[src/rtl/cacheGeomPkg.sv]
`default_nettype none

// Geometry of the read cache and the vector types that name its fields
package cacheGeomPkg;

  ////////////////////
  // Sizes
  ////////////////////

  localparam int numWays      = 4;
  localparam int numSets      = 16;
  localparam int wordsPerLine = 4;

  // Widths of the word address fields, tag above index above offset
  localparam int addrWidth   = 16;
  localparam int offsetWidth = 2;
  localparam int indexWidth  = 4;
  localparam int tagWidth    = addrWidth - indexWidth - offsetWidth;
  localparam int dataWidth   = 32;

  ////////////////////
  // Field types
  ////////////////////

  typedef logic [addrWidth-1:0]   addrT;
  typedef logic [tagWidth-1:0]    tagT;
  typedef logic [indexWidth-1:0]  setIndexT;
  typedef logic [offsetWidth-1:0] wordOffsetT;
  typedef logic [dataWidth-1:0]   wordT;

  // One bit per way, at most one set at a time
  typedef logic [numWays-1:0] wayMaskT;
  // Tree pseudo-LRU needs one bit per internal node
  typedef logic [numWays-2:0] plruBitsT;
  // Line address sent to the backing memory, tag and index together
  typedef logic [tagWidth+indexWidth-1:0] lineAddrT;

endpackage

`default_nettype wire

[src/rtl/plruReplacement.sv]
`timescale 1ns/100ps
`default_nettype none

module plruReplacement
  import cacheGeomPkg::*;
(
  input  logic     clk,
  input  logic     reset,
  input  logic     lookupEn,
  input  setIndexT lookupIndex,
  input  logic     plruUpdate,
  input  wayMaskT  accessWay,
  output wayMaskT  victimWay
);

  // Tree of each set
  // Bit 2 is the root, bit 1 covers ways 2 and 3, bit 0 covers ways 0 and 1
  plruBitsT [numSets-1:0] treeBits;

  // Tree of the looked-up set and the set it came from
  plruBitsT curTree;
  setIndexT curIndex;

  // Per node, whether the access touches it and the value it then takes
  plruBitsT nodeEn;
  plruBitsT nodeMask;
  plruBitsT newTree;

  // The update is carried one edge before it is written back
  logic     updatePend;
  plruBitsT newTreeQ;

  ////////////////////
  // Tree read
  ////////////////////

  always_ff @(posedge clk) begin
    if (reset) begin
      curTree  <= '0;
      curIndex <= '0;
    end else if (lookupEn) begin
      curTree  <= treeBits[lookupIndex];
      curIndex <= lookupIndex;
    end
  end

  // Root high points at the upper pair, then the pair bit picks the way
  assign victimWay[0] = ~curTree[2] & ~curTree[0];
  assign victimWay[1] = ~curTree[2] &  curTree[0];
  assign victimWay[2] =  curTree[2] & ~curTree[1];
  assign victimWay[3] =  curTree[2] &  curTree[1];

  ////////////////////
  // Tree update
  ////////////////////

  // Any access moves the root, and only the pair node on its side moves
  assign nodeEn[2] = |accessWay;
  assign nodeEn[1] = accessWay[3] | accessWay[2];
  assign nodeEn[0] = accessWay[1] | accessWay[0];

  // Each touched node is made to point away from the accessed way
  assign nodeMask[2] = accessWay[1] | accessWay[0];
  assign nodeMask[1] = accessWay[2];
  assign nodeMask[0] = accessWay[0];

  // Untouched nodes keep their old value
  always_comb begin
    for (int n = 0; n < numWays - 1; n++) begin
      newTree[n] = nodeEn[n] ? nodeMask[n] : curTree[n];
    end
  end

  // The write-back index is the one latched with the tree
  always_ff @(posedge clk) begin
    if (reset) begin
      treeBits   <= '0;
      updatePend <= 1'b0;
    end else begin
      updatePend <= plruUpdate;
      if (updatePend) begin
        treeBits[curIndex] <= newTreeQ;
      end
    end
  end

  always_ff @(posedge clk) begin
    newTreeQ <= newTree;
  end

endmodule

`default_nettype wire

[config.mk]
export PLATFORM = sky130hd
export DESIGN_NAME = plruReplacement
export DESIGN_NICKNAME = d
export VERILOG_FILES = /design/src/rtl/cacheGeomPkg.sv /design/src/rtl/plruReplacement.sv
export SDC_FILE = /design/constraint.sdc
export NUM_CORES = 1
export LEC_CHECK = 0
export BUFFER_PORTS_ARGS = -buffer_cell sky130_fd_sc_hd__clkbuf_2
export CAP_MARGIN = 15
export CORE_ASPECT_RATIO = 1.5
export CORE_MARGIN = 4
export CORE_UTILIZATION = 58
export CTS_CLUSTER_SIZE = 25
export DETAILED_ROUTE_END_ITERATION = 8
export PLACE_DENSITY = 0.74
export SLEW_MARGIN = 20
export SYNTH_ARGS = -nofsm -noshare
export SYNTH_HDL_FRONTEND = slang
export SYNTH_SLANG_ARGS = --single-unit
export TNS_END_PERCENT = 30
[constraint.sdc]
create_clock -name clk -period 1.8 [get_ports clk]
set_clock_uncertainty 0.15 [all_clocks]
set_input_delay 0.09 -clock clk [delete_from_list [all_inputs] [get_ports clk]]
set_output_delay 0.09 -clock clk [all_outputs]
set_load 0.05 [all_outputs]
# After elaboration in Yosys (flattened, before gate mapping)
# Index checks and enable logic that the tools add are counted.
[classes]
n_lt_le_gt_ge = 3
mux = 8
n_bitwise = 9
reduce_logical = 2
[op_table]
columns = ["op", "count"]
rows = [
  ["bitwise mux 48 bit", 1],
  ["binary-select mux 3 bit (select 4 bit)", 1],
  ["demux 3 bit (select 4 bit)", 1],
  ["less-than comparator 4 x 5 -> 1 bit (second input constant)", 2],
  ["two-way mux 3 bit", 2],
  ["bitwise AND 1 bit", 4],
  [">= comparator 4 x 1 -> 1 bit (second input constant)", 1],
  ["OR reduction 4 bit", 1],
  ["two-way mux 1 bit", 3],
  ["NOT 1 bit", 3],
  ["bitwise OR 1 bit", 2],
  ["logical AND 1 bit", 1],
]
[totals]
reg_bits = 59
inputBits = 12
output_inout_bits = 4

# Logic depth before layout (Yosys ltp)
# Gate-level depths: netlist of run 1.
[logic_depth]
ltp_word = 5
mapped_depth = 6
mapped_depth_nobuf = 4

# Least setup slack after synthesis of run 1
# Ideal clock, no wire load.
[synth_path]
path_type = "register to register"
startpoint = "reg curIndex[1]"
endpoint = "reg treeBits[29] (netlist name)"
setup_time_ns = 0.128
arrival_time_ns = 1.120
required_time_ns = 1.522
setup_slack_ns = 0.402
stages_incl_launch_ff = 6
synth_period_minus_slack_ns = 1.398
cell_sequence = "dfxtp_1 nor3b_4 and3_1 buf_4 mux2i_1 nor2_1"
[synth_via]
elab_chain_len = 5
word_cells_on_any_way = 6
classes_between = "2 x order compare; 3 x mux; 1 x reduce/logical"
[synth_rtl]
columns = ["element", "line_no", "source"]
rows = [
  ["from (decl)", "plruReplacement.sv:22", "setIndexT curIndex;"],
  ["from (signal assigned)", "plruReplacement.sv:43", "curIndex <= lookupIndex;"],
  ["less-than comparator 4 x 5 -> 1 bit (not written as such) or >= comparator 4 x 1 -> 1 bit (tied branches)", "plruReplacement.sv:82", "treeBits[curIndex] <= newTreeQ;"],
  ["logical AND 1 bit (not written as such)", "plruReplacement.sv:82", ""],
  ["two-way mux 3 bit (not written as such)", "plruReplacement.sv:82", ""],
  ["demux 3 bit (select 4 bit) *", "plruReplacement.sv:82", ""],
  ["bitwise mux 48 bit *", "plruReplacement.sv:82", ""],
  ["to (signal, indexed assignment)", "plruReplacement.sv:82", ""],
  ["to (decl)", "plruReplacement.sv:18", "plruBitsT [numSets-1:0] treeBits;"],
]
# Mark *: on every way between the ends. The rest lies on a longest branch, timed or not.
# A chain may end at the register's enable or synchronous reset.

==> summary.md, run 1 <==
| Metric | Value |
|---|---|
| Maximum number of pins on one net before global-route repair | 41 |
| NumNets Final | 353 |
| Synthesized net count | 323 |
| Cell with the largest stage delay on the worst path | sky130_fd_sc_hd__dfxtp_1 |
| CP top delay family | simple AND/OR/NAND/NOR gates |
| Clock edge transition at the registers on the reported setup and hold paths | 0.06 ns |
| Initial standard-cell utilization of the core | 0.609 |
| Cell depth of the worst min-delay path | 5 |
| First-pass GRT wire length | 10.4 mm |
| DIE WIDTH | 63.0 µm |
| Seq cells post-synth | 59 |
| Top Layer Used | met4 |
| Number of different library cells in the post-synthesis netlist | 25 |
| Post-route cell area | 3050 µm² |
| Final Power | 2620 µW |
| Delay of the slowest cell on the worst path | 0.38 ns |
| Remaining max-slew budget at the tightest pin | 0.709 |
| Number of buffer cells added on primary ports | 15 |
| Synthesized area per cell | 8.46 µm² |
| TritonCTS clock tree | yes |
| RSZ-0062 raised after global routing | no |
| Global-route usage over all layers | 0.237 |
| DRC violation count after routing | 0 |
| Detailed-route vias per instance | 5.82 |
| Critical Path End Type | flip-flop |
| Final hold vios | 0 |
| Power Density | 859 nW/µm² |
| Met2 Wirelength | 3.28 mm |
| Number of warning messages in the yosys log | 0 |
| Total wirelength of the detailed-routed design | 6.22 mm |
| Cell count after synthesis | 311 |
| Die outline area | 5700 µm² |
| Number of instances in the placed design | 362 |
| I/O Pins | 16 |
| Average detailed-routed wire length per instance | 16.0 µm |
| CTS Hold Bufs | 14 |
| Peak supply drop | 0.000517 V |
| Area fraction of the dominant cell type after synthesis | 0.449 |
| HPWL Detailed | 4.16 mm |
| Result of the run | complete, no violations |
| Number of inserted diodes | 0 |
| Htree depth | 3 |
| Number of optimization iterations in the first detailed-route pass | 5 |
| Number of rows created at floorplan | 29 |
| Initial antenna violation count | 0 |
| Number of cells upsized or downsized after cts | 0 |
| Vertical extent of the die | 90.5 µm |
| Worst path cell trace | nor3b_4 -> and3_1 -> mux2i_1 -> nor2_1 |
| Pins over their slew limit | 0 |
| Final instance count without filler cells | 388 |
| Clk sink count | 59 |
| Leading cell types in the layout, fill and taps excluded | sky130_fd_sc_hd__dfxtp_1, sky130_fd_sc_hd__mux2i_1, sky130_fd_sc_hd__nand2_1 |
| Netlist area before placement | 2630 µm² |
| Number of failing setup endpoints in the final timing report | 0 |
| Root buffer cell | sky130_fd_sc_hd__clkbuf_8 |
| Reg2reg path depth | 4 |
| Number of cells on the critical path | 4 |
| Number of violations of the max-capacitance limit | 0 |
| Type of element launching the critical path | flip-flop |
| Maximum net fanout on the critical path | 7 |
| Number of buffers created by CTS | 9 |
| Final Critical Period | 1.59 ns |
| Required time of the critical path | 1.88 ns |
| Number of vias in the routed layout | 2259 |
| Worst-case clock buffer depth | 2 |
| Ratio of cells with drive above 1 in the final layout | 0.111 |
| Total global routing overflow | 0 |
| Cell area after placement | 2760 µm² |
| Commonest non-fill, non-tap cell in the layout | sky130_fd_sc_hd__dfxtp_1 |
| Post-route setup TNS | 0 ns |
| Critical path buffer and inverter count | 0 |
| Post-synthesis to final-layout area growth | 16.0% |
| Setup Fix Bufs, Post-CTS | 0 |
| Gpl congestion | 0.819 |
| Cell type with the largest total area after synthesis | sky130_fd_sc_hd__dfxtp_1 |
| Worst-Skew Late Latency | 0.34 ns |
| First-iteration detailed-routing DRC count | 132 |
| Routed met3 length | 241 µm |
| Placeable Area | 4320 µm² |
| Cell types occupying the most area after synthesis | sky130_fd_sc_hd__dfxtp_1, sky130_fd_sc_hd__mux2i_1, sky130_fd_sc_hd__a21oi_1 |
| Sequential element share of the synthesized area | 0.449 |
| Arrival time worst endpoint | 1.67 ns |
| Fillers | 330 |
| Static leakage power | 0.00128 µW |
| Final critical-path share of the clock period | 0.884 |
| Worst slew pin tran | 0.435 ns |
| Max Fclk | 0.629 GHz |
| Vias in the first global route | 2218 |
| Antenna viol nets, final | 0 |
| Kind of critical path | flip-flop to flip-flop |
| Path type of the worst min-delay path | primary input to flip-flop |
| Met1 wire length | 2.55 mm |
## report_power, final
part / switching (µW) / leakage [µW] / internal [µW] / total, µW
Sequential: 23.8 / 0.000478 / 1330 / 1360
Clock: 460 / 0.0000803 / 544 / 1000
Combinational: 157 / 0.000720 / 106 / 263
## synthesized netlist by cell type (all sizes together)
| cell type | count |
|---|---|
| a21oi | 34 |
| and2 | 2 |
| a22oi | 6 |
| nor3b | 1 |
| o21ai | 27 |
| nand2b | 7 |
| nand2 | 45 |
| nor2 | 36 |
| nor2b | 5 |
| dfxtp | 59 |
| a211o | 1 |
| nand4 | 3 |
| nand3b | 3 |
| a21o | 2 |
| or3b | 1 |
| clkbuf | 15 |
| mux2i | 45 |
| nand3 | 10 |
| buf | 6 |
| inv | 2 |
| and3 | 1 |
## stage by stage
step | utilization | hold slack [ns] | worst slack (ns)
5_1_grt | 0.707 | 0.243 | 0.108
3_5_place_dp | 0.639 | 0.136 | 0.230
3_3_place_gp | 0.639 | 0.139 | 0.254
6_report | 0.707 | 0.207 | 0.209
2_1_floorplan | - | 0.0260 | 0.402
4_1_cts | 0.707 | 0.207 | 0.217
## registers in the layout, summed over array words and instances, names as in the netlist
name and flops:
updatePend 1, newTreeQ 3, curTree 3, curIndex 4, treeBits 48
## worst paths after layout
path | from | end | slack [ns]
setup reg to reg | updatePend | treeBits[28] | 0.21
hold / removal | lookupIndex[2] | curTree[0] | 0.21
hold reg to reg | treeBits[1] | treeBits[1] | 0.31
setup / recovery | updatePend | treeBits[28] | 0.21
## per-layer routing
| layer | vias to the layer above | global-route usage |
|---|---|---|
| li1 | 1121 | - |
| met4 | 0 | 0.123 |
| met2 | 48 | 0.405 |
| met5 | - | 0 |
| met1 | 1075 | 0.262 |
| met3 | 15 | 0.0660 |
## worst min-delay path: stages
cell and delay, ns:
sky130_fd_sc_hd__clkbuf_2 0.20, sky130_fd_sc_hd__mux2i_1 0.17, sky130_fd_sc_hd__nand2_1 0.07, sky130_fd_sc_hd__nand3_1 0.06
sky130_fd_sc_hd__nand3_1 0.07
## layout make-up
cell class | count | area [µm²] | share of cell area
multi-input cells | 229 | 1340 | 0.439
flip-flops and latches | 59 | 1180 | 0.387
repair buffers | 40 | 310 | 0.102
clock buffers | 12 | 155 | 0.0508
well taps | 46 | 57.6 | 0.0189
inverters | 2 | 7.51 | 0.00246
## cell families (layout without fill, tap and decap cells)
kind of cell	Yosys count	after routing	share of synthesized area
muxes	45	45	0.171
and+or+nand+nor	114	114	0.196
buffers and inverters	23	54	0.0414
DFF	59	59	0.449
AOI/OAI and AO/OA	70	70	0.142
Note: power is estimated with default switching activity, not from simulation.
==> run 2, diff against run 1 <==
CORE_UTILIZATION = 53   (was 58)
PLACE_DENSITY = 0.71   (was 0.74)
clock period = 1.3 ns   (was 1.8 ns; I/O delays follow)
==> run 2 against run 1 <==
  * The run now ends with negative setup slack left
  * Non-clock buffer count is 7 higher
  * First-iteration DRC count is 6.8% higher
  * Clock-buffer cell count is 2 lower
  * Highest routed layer unchanged
  * Fmax is 9.5% higher
  * Via count is 2.9% higher
  * Global-route usage is 0.62 points higher
  * Sequential share of layout area is 2.7 points lower
  * Cell area is 8.6% higher
  * Largest power group unchanged
==> summary.md, run 2 (synthesis results as in run 1) <==
| Metric | Value |
|---|---|
| Result of the run | finished, violations left |
| Failing checks | negative setup slack |
| Total global routing overflow | 0 |
| Placeable Area | 4810 µm² |
| Post-synthesis to final-layout area growth | 26.0% |
| Root buffer cell | sky130_fd_sc_hd__clkbuf_8 |
| Number of failing setup endpoints in the final timing report | 41 |
| Worst-Skew Late Latency | 0.34 ns |
| Power share of the combinational group | 0.115 |
| DRC violation count after routing | 0 |
| Total wirelength of the detailed-routed design | 6.72 mm |
| NumNets Final | 360 |
| Final Power | 3700 µW |
| Cell-internal power | 2700 µW |
| Initial antenna violation count | 0 |
| Part of the total power dissipated in sequential elements | 0.507 |
| Fraction of power spent switching nets | 0.271 |
| TritonCTS clock tree | yes |
| Commonest non-fill, non-tap cell in the layout | sky130_fd_sc_hd__dfxtp_1 |
| Kind of critical path | flip-flop to flip-flop |
| Ratio of cells with drive above 1 in the final layout | 0.235 |
| DIE WIDTH | 65.5 µm |
| Number of vias in the routed layout | 2325 |
| Static leakage power | 0.00138 µW |
| Worst slew pin tran | 0.384 ns |
| Antenna viol nets, final | 0 |
| Required time of the critical path | 1.42 ns |
| Vertical extent of the die | 94.3 µm |
| Clock edge transition at the registers on the reported setup and hold paths | 0.07 ns |
| Maximum net fanout on the critical path | 8 |
| Number of instances in the placed design | 393 |
| Final instance count without filler cells | 419 |
| First-pass GRT wire length | 11.3 mm |
| Path type of the worst min-delay path | primary input to flip-flop |
| Remaining max-slew budget at the tightest pin | 0.744 |
| Number of buffer cells added on primary ports | 15 |
| Number of rows created at floorplan | 31 |
| Arrival time worst endpoint | 1.57 ns |
| Final hold vios | 0 |
| Max Fclk | 0.688 GHz |
| Setup slack, reg-to-reg | -0.15 ns |
| Average detailed-routed wire length per instance | 16.0 µm |
| Switching power | 1010 µW |
| Maximum number of pins on one net before global-route repair | 38 |
| HPWL Detailed | 4.40 mm |
| Largest register by flop count | treeBits |
| Vias in the first global route | 2317 |
| Number of buffers created by CTS | 9 |
| Post-route cell area | 3310 µm² |
| Type of element launching the critical path | flip-flop |
| Power Density | 1120 nW/µm² |
| Die outline area | 6180 µm² |
| Final critical-path share of the clock period | 1.12 |
| First-iteration detailed-routing DRC count | 141 |
| Number of optimization iterations in the first detailed-route pass | 4 |
| Initial standard-cell utilization of the core | 0.547 |
| Cell area after placement | 2880 µm² |
| Leading registers by flop count | treeBits x48, curIndex x4 |
| Detailed-route vias per instance | 5.55 |
| Worst-case clock buffer depth | 2 |
| Pins over their slew limit | 0 |
| Clk sink count | 59 |
| Clk network pwr share | 0.377 |
| Peak supply drop | 0.000869 V |
| Gpl congestion | 0.814 |
| Number of violations of the max-capacitance limit | 0 |
| I/O Pins | 16 |
| Number of flip-flops under the largest register name | 48 |
| Final Critical Period | 1.45 ns |
| Leading cell types in the layout, fill and taps excluded | sky130_fd_sc_hd__dfxtp_1, sky130_fd_sc_hd__mux2i_1, sky130_fd_sc_hd__nand2_1 |
| Final worst slack | -0.153 ns |
| Htree depth | 3 |
| Fillers | 428 |
| Setup Fix Bufs, Post-CTS | 0 |
| Critical Path End Type | flip-flop |
| RSZ-0062 raised after global routing | yes |
| Global-route usage over all layers | 0.243 |
| Number of inserted diodes | 0 |
## run 2: metal layers
metal	routed length [µm]	GRT usage	vias up
met2	3390	0.402	64
met5	0	0	-
met1	2760	0.279	1096
li1	-	-	1145
met3	307	0.0563	20
met4	261	0.149	0
## run 2: what timing repair did
item                                    in CTS  in global routing
endpoints found under the setup margin      52                 52
pin swaps                                    3                  5
gates resized for setup                     41                 29
hold buffers                                10                  0
endpoints found under the hold margin       10                  0
## run 2: final timing paths
| path | startpoint | endpoint | cells after the start |
|---|---|---|---|
| worst min-delay path | reset | treeBits[39] | 3 |
| worst max-delay path | updatePend | treeBits[40] | 6 |
| worst max register to register | updatePend | treeBits[40] | 6 |
| worst min register to register | treeBits[1] | treeBits[1] | 2 |
## run 2: power by group through the flow
stage          Combinational (µW)  Sequential (µW)  Clock, µW
3_3_place_gp                  355             1910          0
2_1_floorplan                 223             1910          0
6_report                      428             1880       1400
5_1_grt                       461             1880       1510
3_5_place_dp                  357             1910          0
4_1_cts                       409             1880       1420
## run 2: metrics by stage
step | setup slack [ns] | hold slack [ns] | setup TNS, ns | utilization
2_1_floorplan | -0.0830 | 0.000952 | -0.261 | -
3_3_place_gp | -0.101 | 0.116 | -2.01 | 0.599
3_5_place_dp | -0.142 | 0.124 | -2.79 | 0.599
4_1_cts | -0.0765 | -0.0127 | -1.49 | 0.677
5_1_grt | -0.216 | 0.0182 | -5.05 | 0.689
6_report | -0.153 | 0.000537 | -2.00 | 0.689
## run 2: cell type report
| cell class | count | area [µm²] | share of cell area |
|---|---|---|---|
| Multi-Input combinational cell | 229 | 1460 | 0.439 |
| Sequential cell | 59 | 1190 | 0.360 |
| Timing Repair Buffer | 47 | 414 | 0.125 |
| Clock buffer | 10 | 128 | 0.0385 |
| Tap cell | 66 | 82.6 | 0.0249 |
| Clock inverter | 6 | 32.5 | 0.00982 |
| Inverter | 2 | 7.51 | 0.00227 |
## run 2: critical path: stages, from the launching register on
cell,delay [ns]
sky130_fd_sc_hd__dfxtp_2,0.36
sky130_fd_sc_hd__buf_6,0.11
sky130_fd_sc_hd__nand3b_1,0.20
sky130_fd_sc_hd__buf_6,0.22
sky130_fd_sc_hd__nor2_4,0.10
sky130_fd_sc_hd__nand2_1,0.09
sky130_fd_sc_hd__a21oi_2,0.15
==> run 3, diff against run 2 <==
==> constraint.sdc (replaced) <==
create_clock -name clk -period 1.3 [get_ports clk]
set_clock_uncertainty 0.15 [all_clocks]
set_input_delay 0.325 -clock clk [delete_from_list [all_inputs] [get_ports clk]]
set_output_delay 0.325 -clock clk [all_outputs]
set_load 0.05 [all_outputs]
==> run 3 against run 2 <==
  * The run still ends with negative setup slack left
  * Critical endpoint is now victimWay[0]
  * Routed wire length grew 0.98%
  * Cell area grew 2.5%
  * Setup slack lost 0.058 ns
==> summary.md, run 3 (synthesis results as in run 1) <==
| Metric | Value |
|---|---|
| Result of the run | finished, violations left |
| Failing checks | negative setup slack |
| Reg2reg path depth | 5 |
| Pins over their slew limit | 0 |
| Number of inserted diodes | 0 |
| Leading registers by flop count | treeBits x48, curIndex x4 |
| Ratio of cells with drive above 1 in the final layout | 0.284 |
| Final critical-path share of the clock period | 1.16 |
| Kind of critical path | flip-flop to output port |
| Clock edge transition at the registers on the reported setup and hold paths | 0.07 ns |
| Commonest non-fill, non-tap cell in the layout | sky130_fd_sc_hd__dfxtp_1 |
| Type of element launching the critical path | flip-flop |
| Post-synthesis to final-layout area growth | 29.1% |
| Leading cell types in the layout, fill and taps excluded | sky130_fd_sc_hd__dfxtp_1, sky130_fd_sc_hd__mux2i_1, sky130_fd_sc_hd__nand2_1 |
| HP Start | accessWay[2] |
| Cell with the largest stage delay on the worst path | sky130_fd_sc_hd__dfxtp_4 |
| First-pass GRT wire length | 11.0 mm |
| Die outline area | 6180 µm² |
| Gpl congestion | 0.848 |
| Post-Place Worst Slack | -0.212 ns |
| Largest register by flop count | treeBits |
| Setup slack, reg-to-reg | -0.13 ns |
| Delay of the slowest cell on the worst path | 0.37 ns |
| Total wirelength of the detailed-routed design | 6.78 mm |
| Placeable Area | 4810 µm² |
| Number of failing setup endpoints in the final timing report | 30 |
| DRC violation count after routing | 0 |
| Antenna viol nets, final | 0 |
| Number of rows created at floorplan | 31 |
| Number of buffer cells added on primary ports | 15 |
| Total global routing overflow | 0 |
| Clk sink count | 59 |
| Endpoint of the worst hold path | newTreeQ[1] |
| Average detailed-routed wire length per instance | 16.3 µm |
| Power Density | 1240 nW/µm² |
| Required time of the critical path | 0.82 ns |
| DIE WIDTH | 65.5 µm |
| I/O Pins | 16 |
| Final worst slack | -0.211 ns |
| Path type of the worst min-delay path | primary input to flip-flop |
| Worst-case clock buffer depth | 2 |
| Cell area after placement | 2890 µm² |
| Number of optimization iterations in the first detailed-route pass | 4 |
| Critical Path End Type | output port |
| Final Critical Period | 1.51 ns |
| Number of flip-flops under the largest register name | 48 |
| Remaining max-slew budget at the tightest pin | 0.743 |
| Final instance count without filler cells | 415 |
| HPWL Detailed | 4.36 mm |
| Vias in the first global route | 2321 |
| CTS Hold Bufs | 0 |
| NumNets Final | 356 |
| Worst slew pin tran | 0.386 ns |
| Number of instances in the placed design | 395 |
| Post-route setup TNS | -2.15 ns |
| Arrival time worst endpoint | 1.04 ns |
| Maximum net fanout on the critical path | 6 |
| Global-route usage over all layers | 0.239 |
| Vertical extent of the die | 94.3 µm |
| Worst-Skew Late Latency | 0.34 ns |
| Initial antenna violation count | 0 |
| Worst path cell trace | nor2_2 -> buf_8 |
| TritonCTS clock tree | yes |
| First-iteration detailed-routing DRC count | 139 |
| Number of vias in the routed layout | 2348 |
| Root buffer cell | sky130_fd_sc_hd__clkbuf_8 |
| Static leakage power | 0.00144 µW |
| Number of violations of the max-capacitance limit | 0 |
| Post-layout utilization of the core | 0.706 |
| Max Fclk | 0.662 GHz |
| Maximum number of pins on one net before global-route repair | 35 |
| Reg-to-reg critical path startpoint | curIndex[2] |
| Htree depth | 3 |
| Number of buffers created by CTS | 9 |
| Peak supply drop | 0.000854 V |
| R2R Path End | treeBits[7] |
| Post-route cell area | 3400 µm² |
| Initial standard-cell utilization of the core | 0.547 |
| RSZ-0062 raised after global routing | yes |
| Final hold vios | 0 |
| Detailed-route vias per instance | 5.66 |
| Cell depth of the worst min-delay path | 2 |
-- run 3: changes by cell type in the layout (fill, tap and decap cells not counted), sizes merged --
cell	previous run	this run
clkinv	5	3
bufinv	0	2
clkinvlp	1	0
clkbuf	23	22
dlygate4sd3	10	0
buf	24	32
-- run 3: timing repair --
item,in CTS,in global routing
pin swaps,9,11
setup buffers,4,0
endpoints found under the setup margin,52,52
gates cloned,1,0
resized for setup,62,28
-- run 3: layer usage --
metal  wire length (µm)  global-route usage  vias to the layer above  share of wire
met2               3540               0.428                       62           0.52
met5                  0                   0                        -              0
met1               2720               0.261                     1133           0.40
met3                301              0.0575                       17          0.044
li1                   -                   -                     1136              -
met4                217               0.109                        0          0.032
-- run 3: through the flow --
step                total power (µW)  hold slack (ns)
CTS                             4200           0.0235
finish                          4210           0.0369
floorplan                       2140            0.261
global placement                2270            0.293
global route                    4340           0.0315
detailed placement              2270            0.299
-- run 3: cell type report --
type,instances,area [µm²]
multi-input combinational,229,1520
fill,374,1410
sequential,59,1200
timing repair buffer,43,360
clock buffer,11,151
tap,66,82.6
clock inverter,5,75.1
inverter,2,7.51
-- run 3: critical path: cells and delay by family (launching register included) --
family,cells,cell delay (ns)
simple gates,1,0.16
flops,1,0.37
buf+inv,1,0.17
-- run 3: worst max-delay path by stage --
stage	to	slack [ns]	start
2_1_floorplan	victimWay[0]	-0.17	curTree[2]
3_3_place_gp	curTree[2]	-0.21	lookupIndex[2]
3_5_place_dp	curTree[2]	-0.21	lookupIndex[2]
4_1_cts	victimWay[2]	-0.22	curTree[2]
5_1_grt	victimWay[0]	-0.26	curTree[2]
6_report	victimWay[0]	-0.21	curTree[2]
-- run 3: power breakdown --
group	internal, µW	switching (µW)	leakage (µW)
Combinational	182	257	0.000834
Sequential	1840	37.6	0.000482
Clock	1170	716	0.000119
Total	3200	1010	0.00144
